===== src/cl_tick_pkg.sv =====
package cl_tick_pkg;

  // ------------------------------------------------------------
  // bus and datapath widths
  // ------------------------------------------------------------
  localparam int addr_w = 32;          // ocl byte address
  localparam int data_w = 32;          // register word
  localparam int strb_w = data_w / 8;  // one strobe per byte lane
  localparam int off_w  = 8;           // low address bits that pick a register
  localparam int tick_w = 8;           // prescaler width
  localparam int cnt_w  = 16;          // main counter width

  // axi-lite response codes, only the two we ever return
  typedef enum logic [1:0] {
    resp_okay   = 2'b00,
    resp_slverr = 2'b10
  } resp_e;

  // ------------------------------------------------------------
  // register map, word aligned byte offsets
  // ------------------------------------------------------------
  typedef enum logic [off_w-1:0] {
    reg_id0        = 8'h00,  // ro, cl_id0 parameter
    reg_id1        = 8'h04,  // ro, cl_id1 parameter
    reg_status     = 8'h08,  // ro, constant status word
    reg_version    = 8'h0C,  // ro, cl_version parameter
    reg_ctrl       = 8'h10,  // rw, enable/oneshot plus load/clear pulses
    reg_tick_value = 8'h14,  // rw, prescaler terminal value
    reg_load_value = 8'h18,  // rw, value taken by a load pulse
    reg_watermark  = 8'h1C,  // rw, compare level for the flag
    reg_count      = 8'h20,  // ro, main counter
    reg_tick_count = 8'h24,  // ro, prescaler
    reg_flags      = 8'h28   // ro, watermark and tick flags
  } reg_off_e;

  localparam logic [data_w-1:0] status_word = 32'h0000_0FF0;

  // ctrl register bits, all in byte lane 0
  localparam int ctrl_enable_bit  = 0;  // stored
  localparam int ctrl_oneshot_bit = 1;  // stored
  localparam int ctrl_load_bit    = 2;  // write-1 pulse, reads 0
  localparam int ctrl_clear_bit   = 3;  // write-1 pulse, reads 0

  // flags register bits
  localparam int flags_ge_bit   = 0;  // count >= watermark
  localparam int flags_tick_bit = 1;  // prescaler at terminal value

  // reset values of the writable registers
  localparam logic [data_w-1:0] rst_ctrl       = '0;
  localparam logic [tick_w-1:0] rst_tick_value = '0;
  localparam logic [cnt_w-1:0]  rst_load_value = '0;
  localparam logic [cnt_w-1:0]  rst_watermark  = '0;

endpackage

===== src/cl_tick_counter_top.sv =====
`timescale 1ns/1ps

module cl_tick_counter_top import cl_tick_pkg::*;
#(
  parameter logic [data_w-1:0] cl_id0     = 32'hF000_1D0F,
  parameter logic [data_w-1:0] cl_id1     = 32'h1D51_FEDC,
  parameter logic [data_w-1:0] cl_version = 32'hEEEE_EE00
)
(
  input  logic              clk_main_a0,
  input  logic              rst_main_n,
  input  logic              awvalid,
  input  logic [addr_w-1:0] awaddr,
  output logic              awready,
  input  logic              wvalid,
  input  logic [data_w-1:0] wdata,
  input  logic [strb_w-1:0] wstrb,
  output logic              wready,
  output logic              bvalid,
  output logic [1:0]        bresp,
  input  logic              bready,
  input  logic              arvalid,
  input  logic [addr_w-1:0] araddr,
  output logic              arready,
  output logic              rvalid,
  output logic [data_w-1:0] rdata,
  output logic [1:0]        rresp,
  input  logic              rready
);

  // ------------------------------------------------------------
  // slice to register file
  // ------------------------------------------------------------
  logic              m_awvalid, m_awready, m_wvalid, m_wready;
  logic              m_bvalid, m_bready, m_arvalid, m_arready;
  logic              m_rvalid, m_rready;
  logic [addr_w-1:0] m_awaddr, m_araddr;
  logic [data_w-1:0] m_wdata, m_rdata;
  logic [strb_w-1:0] m_wstrb;
  logic [1:0]        m_bresp, m_rresp;

  // register file to counter
  logic              enable, oneshot, load, clear, tick, ge_watermark;
  logic [tick_w-1:0] tick_value, tick_count;
  logic [cnt_w-1:0]  load_value, watermark, count;

  ocl_reg_slice u_slice (.*);  // timing stage on the host port

  ocl_reg_file #(
    .cl_id0     (cl_id0),
    .cl_id1     (cl_id1),
    .cl_version (cl_version)
  ) u_regs (.*);

  tick_counter u_counter (.*);

endmodule


===== src/tick_counter.sv =====
`timescale 1ns/1ps

module tick_counter import cl_tick_pkg::*;
(
  input  logic              clk_main_a0,
  input  logic              rst_main_n,
  input  logic              enable,        // level, counting allowed
  input  logic              oneshot,       // level, saturate instead of wrap
  input  logic              load,          // pulse, count <= load_value
  input  logic              clear,         // pulse, count and prescaler to 0
  input  logic [tick_w-1:0] tick_value,
  input  logic [cnt_w-1:0]  load_value,
  input  logic [cnt_w-1:0]  watermark,
  output logic [cnt_w-1:0]  count,
  output logic [tick_w-1:0] tick_count,
  output logic              tick,
  output logic              ge_watermark
);

  logic [tick_w-1:0] tick_count_q, tick_count_nxt;
  logic [cnt_w-1:0]  count_q, count_nxt;
  logic              tick_q, ge_q;
  logic              tick_hit;    // prescaler reached its terminal value
  logic              cnt_at_max;  // count is all ones

  assign tick_hit   = (tick_count_q >= tick_value);
  assign cnt_at_max = &count_q;

  // ------------------------------------------------------------
  // next state
  // ------------------------------------------------------------
  always_comb
  begin
    tick_count_nxt = tick_count_q;
    if (clear)
      tick_count_nxt = '0;
    else if (enable)
      tick_count_nxt = tick_hit ? '0 : tick_count_q + 1'b1;  // 0..tick_value then wrap
  end

  always_comb
  begin
    count_nxt = count_q;
    if (clear)
      count_nxt = '0;                                 // clear wins over load
    else if (load)
      count_nxt = load_value;
    else if (enable && tick_hit && !(oneshot && cnt_at_max))
      count_nxt = count_q + 1'b1;                     // wraps when oneshot is low
  end

  // ------------------------------------------------------------
  // state and registered flags
  // ------------------------------------------------------------
  always_ff @(posedge clk_main_a0)
  begin
    if (!rst_main_n)
    begin
      tick_count_q <= '0;
      count_q      <= '0;
      tick_q       <= 1'b0;
      ge_q         <= 1'b0;
    end
    else
    begin
      tick_count_q <= tick_count_nxt;
      count_q      <= count_nxt;
      tick_q       <= (tick_count_nxt >= tick_value);  // lines up with tick_count
      ge_q         <= (count_nxt >= watermark);        // lines up with count
    end
  end

  assign count        = count_q;
  assign tick_count   = tick_count_q;
  assign tick         = tick_q;
  assign ge_watermark = ge_q;

endmodule


===== src/ocl_reg_file.sv =====
`timescale 1ns/1ps

module ocl_reg_file import cl_tick_pkg::*;
#(
  parameter logic [data_w-1:0] cl_id0     = '0,
  parameter logic [data_w-1:0] cl_id1     = '0,
  parameter logic [data_w-1:0] cl_version = '0
)
(
  input  logic              clk_main_a0,
  input  logic              rst_main_n,
  // axi-lite slave
  input  logic              m_awvalid,
  input  logic [addr_w-1:0] m_awaddr,
  output logic              m_awready,
  input  logic              m_wvalid,
  input  logic [data_w-1:0] m_wdata,
  input  logic [strb_w-1:0] m_wstrb,
  output logic              m_wready,
  output logic              m_bvalid,
  output logic [1:0]        m_bresp,
  input  logic              m_bready,
  input  logic              m_arvalid,
  input  logic [addr_w-1:0] m_araddr,
  output logic              m_arready,
  output logic              m_rvalid,
  output logic [data_w-1:0] m_rdata,
  output logic [1:0]        m_rresp,
  input  logic              m_rready,
  // counter control and status
  output logic              enable,
  output logic              oneshot,
  output logic              load,
  output logic              clear,
  output logic [tick_w-1:0] tick_value,
  output logic [cnt_w-1:0]  load_value,
  output logic [cnt_w-1:0]  watermark,
  input  logic [cnt_w-1:0]  count,
  input  logic [tick_w-1:0] tick_count,
  input  logic              tick,
  input  logic              ge_watermark
);

  typedef enum logic {st_idle, st_resp} resp_st_e;

  resp_st_e          wr_st_q, rd_st_q;       // one response slot per path
  reg_off_e          wr_off, rd_off;
  logic              wr_take, rd_take;
  logic              wr_ok, wr_map_ok, rd_ok;
  logic [data_w-1:0] rd_mux;
  logic [data_w-1:0] tick_merge, load_merge, wm_merge;
  resp_e             bresp_q, rresp_q;
  logic [data_w-1:0] rdata_q;
  logic              enable_q, oneshot_q, load_q, clear_q;
  logic [tick_w-1:0] tick_value_q;
  logic [cnt_w-1:0]  load_value_q, watermark_q;

  // merge the strobed byte lanes of new_val into old_val
  function automatic logic [data_w-1:0] apply_strb(input logic [data_w-1:0] old_val,
                                                   input logic [data_w-1:0] new_val,
                                                   input logic [strb_w-1:0] strb);
    logic [data_w-1:0] res;
    res = old_val;
    for (int b = 0; b < strb_w; b++)
    begin
      if (strb[b])
        res[8*b +: 8] = new_val[8*b +: 8];
    end
    return res;
  endfunction

  // ------------------------------------------------------------
  // write path
  // ------------------------------------------------------------
  assign wr_off    = reg_off_e'(m_awaddr[off_w-1:0]);
  assign m_awready = m_wvalid & (wr_st_q == st_idle);   // aw and w taken together
  assign m_wready  = m_awvalid & (wr_st_q == st_idle);
  assign wr_take   = m_awvalid & m_wvalid & (wr_st_q == st_idle);

  always_comb
  begin
    case (wr_off)
      reg_ctrl, reg_tick_value, reg_load_value, reg_watermark: wr_map_ok = 1'b1;
      default: wr_map_ok = 1'b0;                        // read-only or hole
    endcase
    wr_ok = wr_map_ok & (m_awaddr[addr_w-1:off_w] == '0);
  end

  assign tick_merge = apply_strb(data_w'(tick_value_q), m_wdata, m_wstrb);
  assign load_merge = apply_strb(data_w'(load_value_q), m_wdata, m_wstrb);
  assign wm_merge   = apply_strb(data_w'(watermark_q), m_wdata, m_wstrb);

  always_ff @(posedge clk_main_a0)
  begin
    if (!rst_main_n)
    begin
      enable_q     <= rst_ctrl[ctrl_enable_bit];
      oneshot_q    <= rst_ctrl[ctrl_oneshot_bit];
      load_q       <= 1'b0;
      clear_q      <= 1'b0;
      tick_value_q <= rst_tick_value;
      load_value_q <= rst_load_value;
      watermark_q  <= rst_watermark;
    end
    else
    begin
      load_q  <= 1'b0;                                  // pulses last one cycle
      clear_q <= 1'b0;
      if (wr_take && wr_ok)
      begin
        case (wr_off)
          reg_ctrl:
          begin
            if (m_wstrb[0])                             // every ctrl bit sits in lane 0
            begin
              enable_q  <= m_wdata[ctrl_enable_bit];
              oneshot_q <= m_wdata[ctrl_oneshot_bit];
              load_q    <= m_wdata[ctrl_load_bit];
              clear_q   <= m_wdata[ctrl_clear_bit];
            end
          end
          reg_tick_value: tick_value_q <= tick_merge[tick_w-1:0];
          reg_load_value: load_value_q <= load_merge[cnt_w-1:0];
          reg_watermark:  watermark_q  <= wm_merge[cnt_w-1:0];
          default: ;
        endcase
      end
    end
  end

  always_ff @(posedge clk_main_a0)
  begin
    if (!rst_main_n)
      wr_st_q <= st_idle;
    else if (wr_take)
      wr_st_q <= st_resp;
    else if (m_bready)
      wr_st_q <= st_idle;                               // response taken
  end

  always_ff @(posedge clk_main_a0)
  begin
    if (wr_take)
      bresp_q <= wr_ok ? resp_okay : resp_slverr;
  end

  // ------------------------------------------------------------
  // read path
  // ------------------------------------------------------------
  assign rd_off    = reg_off_e'(m_araddr[off_w-1:0]);
  assign m_arready = (rd_st_q == st_idle);
  assign rd_take   = m_arvalid & m_arready;

  always_comb
  begin
    rd_mux = '0;
    rd_ok  = (m_araddr[addr_w-1:off_w] == '0);
    case (rd_off)
      reg_id0:        rd_mux = cl_id0;
      reg_id1:        rd_mux = cl_id1;
      reg_status:     rd_mux = status_word;
      reg_version:    rd_mux = cl_version;
      reg_ctrl:
      begin
        rd_mux[ctrl_enable_bit]  = enable_q;            // load/clear read back 0
        rd_mux[ctrl_oneshot_bit] = oneshot_q;
      end
      reg_tick_value: rd_mux = data_w'(tick_value_q);
      reg_load_value: rd_mux = data_w'(load_value_q);
      reg_watermark:  rd_mux = data_w'(watermark_q);
      reg_count:      rd_mux = data_w'(count);
      reg_tick_count: rd_mux = data_w'(tick_count);
      reg_flags:
      begin
        rd_mux[flags_ge_bit]   = ge_watermark;
        rd_mux[flags_tick_bit] = tick;
      end
      default:        rd_ok  = 1'b0;
    endcase
    if (!rd_ok)
      rd_mux = '0;                                      // unmapped reads return zero
  end

  always_ff @(posedge clk_main_a0)
  begin
    if (!rst_main_n)
      rd_st_q <= st_idle;
    else if (rd_take)
      rd_st_q <= st_resp;
    else if (m_rready)
      rd_st_q <= st_idle;
  end

  always_ff @(posedge clk_main_a0)
  begin
    if (rd_take)
    begin
      rdata_q <= rd_mux;                                // sampled at the ar transfer
      rresp_q <= rd_ok ? resp_okay : resp_slverr;
    end
  end

  // ------------------------------------------------------------
  // outputs
  // ------------------------------------------------------------
  assign m_bvalid   = (wr_st_q == st_resp);
  assign m_bresp    = bresp_q;
  assign m_rvalid   = (rd_st_q == st_resp);
  assign m_rdata    = rdata_q;
  assign m_rresp    = rresp_q;
  assign enable     = enable_q;
  assign oneshot    = oneshot_q;
  assign load       = load_q;
  assign clear      = clear_q;
  assign tick_value = tick_value_q;
  assign load_value = load_value_q;
  assign watermark  = watermark_q;

endmodule


===== src/ocl_reg_slice.sv =====
`timescale 1ns/1ps

module ocl_reg_slice import cl_tick_pkg::*;
(
  input  logic              clk_main_a0,
  input  logic              rst_main_n,
  // host side
  input  logic              awvalid,
  input  logic [addr_w-1:0] awaddr,
  output logic              awready,
  input  logic              wvalid,
  input  logic [data_w-1:0] wdata,
  input  logic [strb_w-1:0] wstrb,
  output logic              wready,
  output logic              bvalid,
  output logic [1:0]        bresp,
  input  logic              bready,
  input  logic              arvalid,
  input  logic [addr_w-1:0] araddr,
  output logic              arready,
  output logic              rvalid,
  output logic [data_w-1:0] rdata,
  output logic [1:0]        rresp,
  input  logic              rready,
  // register file side
  output logic              m_awvalid,
  output logic [addr_w-1:0] m_awaddr,
  input  logic              m_awready,
  output logic              m_wvalid,
  output logic [data_w-1:0] m_wdata,
  output logic [strb_w-1:0] m_wstrb,
  input  logic              m_wready,
  input  logic              m_bvalid,
  input  logic [1:0]        m_bresp,
  output logic              m_bready,
  output logic              m_arvalid,
  output logic [addr_w-1:0] m_araddr,
  input  logic              m_arready,
  input  logic              m_rvalid,
  input  logic [data_w-1:0] m_rdata,
  input  logic [1:0]        m_rresp,
  output logic              m_rready
);

  // channel slots in the handshake vectors
  localparam int n_ch  = 5;
  localparam int ch_aw = 0;
  localparam int ch_w  = 1;
  localparam int ch_b  = 2;
  localparam int ch_ar = 3;
  localparam int ch_r  = 4;

  logic [n_ch-1:0]   in_valid;    // producer side valid per channel
  logic [n_ch-1:0]   in_ready;    // producer side ready per channel
  logic [n_ch-1:0]   out_ready;   // consumer side ready per channel
  logic [n_ch-1:0]   take;        // entry loads this cycle
  logic [n_ch-1:0]   full_q;      // entry holds an item
  logic              ready_en_q;  // readies stay low until out of reset
  logic [addr_w-1:0] awaddr_q;
  logic [data_w-1:0] wdata_q;
  logic [strb_w-1:0] wstrb_q;
  logic [1:0]        bresp_q;
  logic [addr_w-1:0] araddr_q;
  logic [data_w-1:0] rdata_q;
  logic [1:0]        rresp_q;

  // ------------------------------------------------------------
  // handshake, shared by all five channels
  // ------------------------------------------------------------
  assign in_valid  = {m_rvalid, arvalid, m_bvalid, wvalid, awvalid};
  assign out_ready = {rready, m_arready, bready, m_wready, m_awready};

  assign in_ready = {n_ch{ready_en_q}} & (~full_q | out_ready);  // empty or draining
  assign take     = in_valid & in_ready;

  always_ff @(posedge clk_main_a0)
  begin
    if (!rst_main_n)
    begin
      ready_en_q <= 1'b0;
      full_q     <= '0;
    end
    else
    begin
      ready_en_q <= 1'b1;
      full_q     <= take | (full_q & ~in_ready);  // refill, drain or hold
    end
  end

  // payload flops, loaded only on a transfer in
  always_ff @(posedge clk_main_a0)
  begin
    if (take[ch_aw])
      awaddr_q <= awaddr;
    if (take[ch_w])
    begin
      wdata_q <= wdata;
      wstrb_q <= wstrb;
    end
    if (take[ch_b])
      bresp_q <= m_bresp;
    if (take[ch_ar])
      araddr_q <= araddr;
    if (take[ch_r])
    begin
      rdata_q <= m_rdata;
      rresp_q <= m_rresp;
    end
  end

  // ------------------------------------------------------------
  // outputs
  // ------------------------------------------------------------
  assign awready   = in_ready[ch_aw];
  assign wready    = in_ready[ch_w];
  assign m_bready  = in_ready[ch_b];
  assign arready   = in_ready[ch_ar];
  assign m_rready  = in_ready[ch_r];

  assign m_awvalid = full_q[ch_aw];
  assign m_awaddr  = awaddr_q;
  assign m_wvalid  = full_q[ch_w];
  assign m_wdata   = wdata_q;
  assign m_wstrb   = wstrb_q;
  assign bvalid    = full_q[ch_b];
  assign bresp     = bresp_q;
  assign m_arvalid = full_q[ch_ar];
  assign m_araddr  = araddr_q;
  assign rvalid    = full_q[ch_r];
  assign rdata     = rdata_q;
  assign rresp     = rresp_q;

endmodule


===== config.mk =====
export PLATFORM = sky130hd
export DESIGN_NAME = cl_tick_counter_top
export DESIGN_NICKNAME = d
export VERILOG_FILES = /design/src/cl_tick_pkg.sv /design/src/cl_tick_counter_top.sv /design/src/tick_counter.sv /design/src/ocl_reg_file.sv /design/src/ocl_reg_slice.sv
export SDC_FILE = /design/constraint.sdc
export NUM_CORES = 1
export LEC_CHECK = 0
export BUFFER_PORTS_ARGS = -buffer_cell sky130_fd_sc_hd__buf_4
export CAP_MARGIN = 30
export CORE_ASPECT_RATIO = 1.75
export CORE_MARGIN = 2
export CORE_UTILIZATION = 50
export DETAILED_ROUTE_END_ITERATION = 16
export PLACE_DENSITY = 0.72
export REMOVE_ABC_BUFFERS = 1
export SETUP_SLACK_MARGIN = 0.1
export SLEW_MARGIN = 20
export SYNTH_ARGS = -nofsm -noshare
export SYNTH_HDL_FRONTEND = slang
export SYNTH_SLANG_ARGS = --single-unit

===== constraint.sdc =====
create_clock -name clk_main_a0 -period 4.59 [get_ports clk_main_a0]
set_clock_uncertainty 0.2 [all_clocks]
set_input_delay 0 -clock clk_main_a0 [delete_from_list [all_inputs] [get_ports clk_main_a0]]
set_output_delay 0 -clock clk_main_a0 [all_outputs]
set_load 0.01 [all_outputs]

==> impl_metrics.env, run 1 <==
export IMPL_drv_slew=0
export IMPL_cts_resized=0
export IMPL_status="completed"
export IMPL_antenna_found_initial=0
export IMPL_yosysTopAreaCellShare_pct=42.0
export IMPL_post_route_period_util_pct=84.9
export IMPL_cts_hold_buf=89
export IMPL_nFillCells=1380
export IMPL_crit_slowest_cell="dfxtp_1"
export IMPL_endpoint_kind="flop"
export IMPL_synth_compound_area_share_pct=10.8
export IMPL_synth_edf_count=128
export IMPL_nets=1122
export IMPL_track_usage_pct=23.3
export IMPL_pre_cts_ws_ns=0.680
export IMPL_async_flop_share_pct=0
export IMPL_cp_slowest_stage_delay_ns=0.43
export IMPL_synth_top_family_by_area="simple AND/OR/NAND/NOR gates"
export IMPL_synth_fa_ha_area_share_pct=4.65
export IMPL_slew_headroom_pct=41.3
export IMPL_synthSimpleGateAreaFrac_pct=15.8
export IMPL_syn_inst=779
export IMPL_clk_path_buf_depth=3
export IMPL_required_ns=4.77
export IMPL_seqPwrFrac_pct=52.4
export IMPL_p_leak_uw=0.00440
export IMPL_io_pins=148
export IMPL_min_delay_start="araddr[31]"
export IMPL_synth_flop_cell="edfxtp_1"
export IMPL_avgSynthCellArea_sq_um=11.7
export IMPL_grtUsageMet2_pct=44.1
export IMPL_ys_seq_elements=206
export IMPL_rsz0062_at_grt="no"
export IMPL_finalSetupTns_ns=0
export IMPL_cp_arrival_ns=4.07
export IMPL_grt_pass1_wl_um=35400
export IMPL_p_sw_share_pct=20.6
export IMPL_critPathLaunchType="flop"
export IMPL_setup_viol=0
export IMPL_port_buffers=127
export IMPL_p_per_area_nw_per_um2=333
export IMPL_max_freq_mhz=257
export IMPL_crit_path_start="u_counter.tick_count[0]"
export IMPL_cts_setup_buffers=0
export IMPL_wl_per_cell_um=18.3
export IMPL_cts_max_level=1
export IMPL_yosys_warnings=0
export IMPL_start_util_pct=50.9
export IMPL_drive_above_1_share_pct=19.4
export IMPL_num_rows=65
export IMPL_grt_pass1_vias=7069
export IMPL_use_met3_pct=3.09
export IMPL_core_sq_um=18000
export IMPL_synth_top_area_cell="edfxtp_1"
export IMPL_drt_total_wl_um=22500
export IMPL_cp_max_fo=21
export IMPL_clkSinkCount=206
export IMPL_die_h_um=183
export IMPL_cap_violations=0
export IMPL_hold_viol=0
export IMPL_synth_common_cells="edfxtp_1, dfxtp_1, nor2_1"
export IMPL_grt_start_max_net_pins=64
export IMPL_globalRoute_busiestLayer="met2"
export IMPL_fin_util_pct=65.5
export IMPL_die_w_um=106
export IMPL_yosysSeqAreaShare_pct=59.1
export IMPL_holdWs_ns=0.0211
export IMPL_num_antenna_cells=0
export IMPL_path_class="reg -> reg"
export IMPL_die_area_sq_um=19400
export IMPL_worst_slew_pin_slew_ns=0.880
export IMPL_worstSkewPairLatency_ns=0.50
export IMPL_initialDrtViolationCount=444
export IMPL_grt_overflow_total=0
export IMPL_hold_path_class="in -> reg"
export IMPL_fin_ws_ns=0.692
export IMPL_layout_min_cycle_time_ns=3.90
export IMPL_cp_buffers_inverters=2
export IMPL_numCtsBuffers=19
export IMPL_p_total_uw=3920
export IMPL_cts_tree="done"
export IMPL_peakVddDrop_mv=0.341
export IMPL_met1_usage_pct=24.6
export IMPL_viasPerCell=5.55
export IMPL_gp_congestion=0.944
export IMPL_yosys_top_cells_area="edfxtp_1, dfxtp_1, ha_1"
export IMPL_path_cells="inv_1 -> ha_1 -> nand2b_1 -> a31oi_1 -> o31ai_2 -> buf_4 -> and2_1 -> xor2_1 -> o21ai_0 -> ha_1 -> nand2b_1 -> a21oi_1 -> nor2b_1 -> o21ai_0 -> a2111oi_0 -> o311a_1"
export IMPL_comb_power_share_pct=6.2
export IMPL_synth_cell_types=70
export IMPL_switchingPower_uw=806
export IMPL_yosysMostFrequentCell="edfxtp_1"
export IMPL_p_clk_share_pct=41.4
export IMPL_detailroute_via_count=6821
export IMPL_clockRootBuffer="clkbuf_16"
export IMPL_muxShareOfSynthArea_pct=4.16
export IMPL_p_int_uw=3110
export IMPL_cpLargestDelayFamily="compound AO/OA/AOI/OAI gates"
export IMPL_drc=0
export IMPL_r2r_start="u_counter.tick_count[0]"
export IMPL_clk_pin_slew_ns=0.07
export IMPL_syn_area_sq_um=9150
export IMPL_drtAntennaViolNets=0
export IMPL_firstDrtPassIters=5
export IMPL_area_growth_pct=28.6
export IMPL_synth_xor_area_share_pct=0.958
export IMPL_dp_hpwl_um=15000
==> layout by cell type, fill, tap and decap left out, drive strengths merged, types with 3 or more instances in the layout <==
| master | instances |
|---|---|
| and3 | 9 |
| o21a | 8 |
| clkinv | 4 |
| dlygate4sd3 | 90 |
| nor3 | 31 |
| nor4b | 3 |
| a21oi | 36 |
| nor2 | 53 |
| clkbuf | 26 |
| a211oi | 9 |
| nor4 | 17 |
| a22oi | 10 |
| a31oi | 11 |
| and4 | 4 |
| inv | 37 |
| or3 | 3 |
| mux2i | 38 |
| nor2b | 38 |
| xnor2 | 3 |
| o21ai | 23 |
| and2 | 7 |
| a21boi | 5 |
| a21o | 7 |
| dfxtp | 78 |
| nand2b | 9 |
| xor2 | 7 |
| nand3 | 23 |
| o31ai | 3 |
| a221oi | 7 |
| ha | 34 |
| buf | 138 |
| edfxtp | 128 |
| nand4 | 10 |
| a222oi | 3 |
| a41o | 3 |
| nand2 | 49 |
| a31o | 5 |
==> through the flow <==
step | instance area [sq um] | cells
2_1_floorplan | 8870 | 732
3_3_place_gp | 10200 | 1101
3_5_place_dp | 10200 | 1103
4_1_cts | 11700 | 1226
5_1_grt | 11800 | 1228
6_report | 11800 | 1228
==> final timing paths <==
kind,depth (start not counted),slack [ns],to
max,16,0.69,u_counter.ge_watermark
min,2,0.02,u_slice.m_araddr[31]
max reg2reg,16,0.69,u_counter.ge_watermark
min reg2reg,0,0.22,u_slice.rdata[30]
==> layer usage <==
metal / wire length (um) / part of all wire [%]
met1: 8060 / 36
met2: 12300 / 55
met3: 1020 / 4.5
met4: 1120 / 5.0
met5: 0 / 0
==> power by group through the flow <==
stage	Sequential [uW]	Combinational (uW)	Clock, uW
6_report	2050	244	1620
2_1_floorplan	2090	68.2	0
3_5_place_dp	2090	175	0
5_1_grt	2060	263	1710
3_3_place_gp	2090	170	0
4_1_cts	2050	236	1630
==> worst register-to-register path: stages, from the launching register on <==
cell and delay [ns]:
dfxtp_1 0.43, inv_1 0.07, ha_1 0.27, nand2b_1 0.09, a31oi_1 0.12, o31ai_2 0.29, buf_4 0.32, and2_1 0.32
xor2_1 0.20, o21ai_0 0.11, ha_1 0.29, nand2b_1 0.14, a21oi_1 0.15, nor2b_1 0.06, o21ai_0 0.23, a2111oi_0 0.15
o311a_1 0.36
==> logic make-up (layout without fill, tap and decap cells) <==
kind of cell             count (synthesis)  in the layout
buffers and inverters                   84            298
XOR/XNOR                                10             10
other                                    1              2
multiplexers                            38             38
AND/OR/NAND/NOR                        263            263
flip-flops                             206            206
adder cells (fa/ha/maj)                 34             34
AO/OA/AOI/OAI                          143            143
==> cell type report <==
type,count,area (sq um),share of cell area [%]
multi-input cells,490,3340,28.4
clock inverters,8,95.1,0.808
repair buffers,228,1950,16.6
inverters,36,135,1.15
flip-flops and latches,206,5410,45.9
well taps,234,293,2.49
clock buffers,26,544,4.63
==> flip-flops by register name (all words and copies together) (netlist names), 2 cells and up, named ones only <==
| register | cells |
|---|---|
| u_regs.load_value | 16 |
| u_slice.m_wstrb | 2 |
| u_slice.m_wdata | 16 |
| u_regs.m_rdata | 21 |
| u_counter.count | 16 |
| u_regs.tick_value | 8 |
| u_slice.m_araddr | 32 |
| u_slice.m_awaddr | 32 |
| u_regs.watermark | 16 |
| u_slice.rdata | 21 |
| u_counter.tick_count | 8 |
(Power assumes the default switching activity.)
==> inputs of run 2 (changes only) <==
PLACE_DENSITY = 0.75   (was 0.72)
clock period = 3.2 ns   (was 4.59 ns; I/O delays follow)
==> impl_metrics.env, run 2 (same netlist as run 1, synthesis figures left out) <==
export IMPL_status="complete, but fails checks"
export IMPL_failed_checks="setup timing"
export IMPL_area_growth_pct=36.9
export IMPL_rsz0062_at_grt="yes"
export IMPL_clockRootBuffer="clkbuf_16"
export IMPL_fin_ws_ns=-0.271
export IMPL_crit_slowest_cell="ha_1"
export IMPL_finalSetupTns_ns=-0.311
export IMPL_num_rows=65
export IMPL_io_pins=148
export IMPL_drive_above_1_share_pct=28.0
export IMPL_endpoint="u_counter.ge_watermark"
export IMPL_layout_min_cycle_time_ns=3.47
export IMPL_numCtsBuffers=19
export IMPL_cp_arrival_ns=3.65
export IMPL_cap_violations=0
export IMPL_track_usage_pct=26.7
export IMPL_mostFrequentLayoutCells="buf_4, edfxtp_1, dlygate4sd3_1, dfxtp_1, nor2_1"
export IMPL_num_antenna_cells=0
export IMPL_grt_pass1_wl_um=39800
export IMPL_worstSkewPairLatency_ns=0.52
export IMPL_gp_congestion=1.02
export IMPL_r2r_start="u_regs.tick_value[2]"
export IMPL_critPathLaunchType="flop"
export IMPL_clk_path_buf_depth=3
export IMPL_setup_viol=2
export IMPL_drc=0
export IMPL_p_per_area_nw_per_um2=458
export IMPL_crit_path_start="u_regs.tick_value[2]"
export IMPL_slew_headroom_pct=40.1
export IMPL_firstDrtPassIters=6
export IMPL_place_inst=1170
export IMPL_postPlaceCellArea_sq_um=10700
export IMPL_cp_buffers_inverters=2
export IMPL_layout_commonest_cell="buf_4"
export IMPL_grt_overflow_total=0
export IMPL_cp_max_fo=6
export IMPL_wl_per_cell_um=19.6
export IMPL_hold_viol=0
export IMPL_cpLargestDelayFamily="compound AO/OA/AOI/OAI gates"
export IMPL_path_class="reg -> reg"
export IMPL_p_leak_uw=0.00485
export IMPL_post_route_period_util_pct=108
export IMPL_nets=1201
export IMPL_start_util_pct=50.9
export IMPL_rr_endpoint="u_counter.ge_watermark"
export IMPL_port_buffers=127
export IMPL_path_cells="inv_2 -> ha_4 -> a211o_1 -> a31oi_4 -> o31ai_4 -> buf_6 -> a31o_1 -> a21oi_2 -> nor3_2 -> ha_1 -> a21o_1 -> a21o_1 -> a21oi_2 -> nand2_1 -> o311a_1"
export IMPL_grt_start_max_net_pins=63
export IMPL_max_freq_mhz=288
export IMPL_grt_pass1_vias=7714
export IMPL_antenna_found_initial=0
export IMPL_die_w_um=106
export IMPL_drt_total_wl_um=25600
export IMPL_finalInstanceArea_sq_um=12500
export IMPL_cts_max_level=1
export IMPL_drv_slew=0
export IMPL_core_sq_um=18000
export IMPL_cp_depth=15
export IMPL_endpoint_kind="flop"
export IMPL_initialDrtViolationCount=464
export IMPL_dp_hpwl_um=16700
export IMPL_viasPerCell=5.64
export IMPL_hold_path_class="in -> reg"
export IMPL_r2r_cells=15
export IMPL_clk_pin_slew_ns=0.09
export IMPL_clkSinkCount=206
export IMPL_cts_tree="done"
export IMPL_die_h_um=183
export IMPL_stdcell_count=1307
export IMPL_r2r_slack_ns=-0.27
export IMPL_cp_slowest_stage_delay_ns=0.35
export IMPL_detailroute_via_count=7369
export IMPL_worst_slew_pin_slew_ns=0.898
export IMPL_peakVddDrop_mv=0.527
export IMPL_required_ns=3.38
export IMPL_drtAntennaViolNets=0
export IMPL_die_area_sq_um=19400
export IMPL_nFillCells=1248
## run 2: final cells by class
cell class	instances	area [sq um]	share of cell area [%]
clock buffer	23	490	3.92
clock inverter	11	156	1.25
inverter	36	135	1.08
multi-input combinational	490	3490	27.9
sequential	206	5410	43.2
tap	234	293	2.34
timing repair buffer	307	2540	20.3
## run 2: power by group
group	internal, uW	total [uW]	switching [uW]
logic	219	382	163
registers	2900	2940	40.6
clock network	1420	2410	987
## run 2: worst min-delay path by stage
stage	startpoint	end	slack (ns)	cells past startpoint
global placement	wdata[12]	u_slice.m_wdata[12]	-0.02	1
detailed placement	awaddr[10]	u_slice.m_awaddr[10]	-0.02	1
finish	araddr[20]	u_slice.m_araddr[20]	0.004	2
CTS	awaddr[26]	u_slice.m_awaddr[26]	0.002	2
global route	araddr[26]	u_slice.m_araddr[26]	0.007	2
floorplan	rst_main_n	u_slice.ready_en_q	-0.17	0
## run 2: through the flow
| step | util (%) | worst slack, ns | total power [uW] | hold slack [ns] |
|---|---|---|---|---|
| 3_3_place_gp | 59.5 | -0.331 | 3270 | -0.0219 |
| 3_5_place_dp | 59.5 | -0.444 | 3270 | -0.0207 |
| 6_report | 69.6 | -0.271 | 5730 | 0.00376 |
| 4_1_cts | 69.5 | -0.171 | 5710 | 0.00237 |
| 2_1_floorplan | - | -0.840 | 3090 | -0.172 |
| 5_1_grt | 69.6 | -0.404 | 5890 | 0.00654 |
## run 2: layer usage
metal,vias up,part of all wire [%],wire [um],global-route usage [%]
met1,3493,32,8230,26.1
met3,117,5.3,1370,3.13
met2,335,55,14000,50.8
li1,3424,-,-,-
met4,0,7.6,1950,18.7
met5,-,0,0,0
## run 2: worst reg2reg max path, stage by stage (launching register included)
cell     delay, ns
dfxtp_2       0.32
inv_2         0.07
ha_4          0.20
a211o_1       0.33
a31oi_4       0.23
o31ai_4       0.16
buf_6         0.15
a31o_1        0.18
a21oi_2       0.16
nor3_2        0.06
ha_1          0.35
a21o_1        0.17
a21o_1        0.19
a21oi_2       0.18
nand2_1       0.07
o311a_1       0.33
## run 2: what timing repair did
item,in CTS,in global routing
buffers inserted,10,2
pin swaps,30,17
gates resized for setup,36,7
cloned,1,0
hold buffers,91,0
hold endpoints to repair,233,0
setup endpoints to repair,2,2
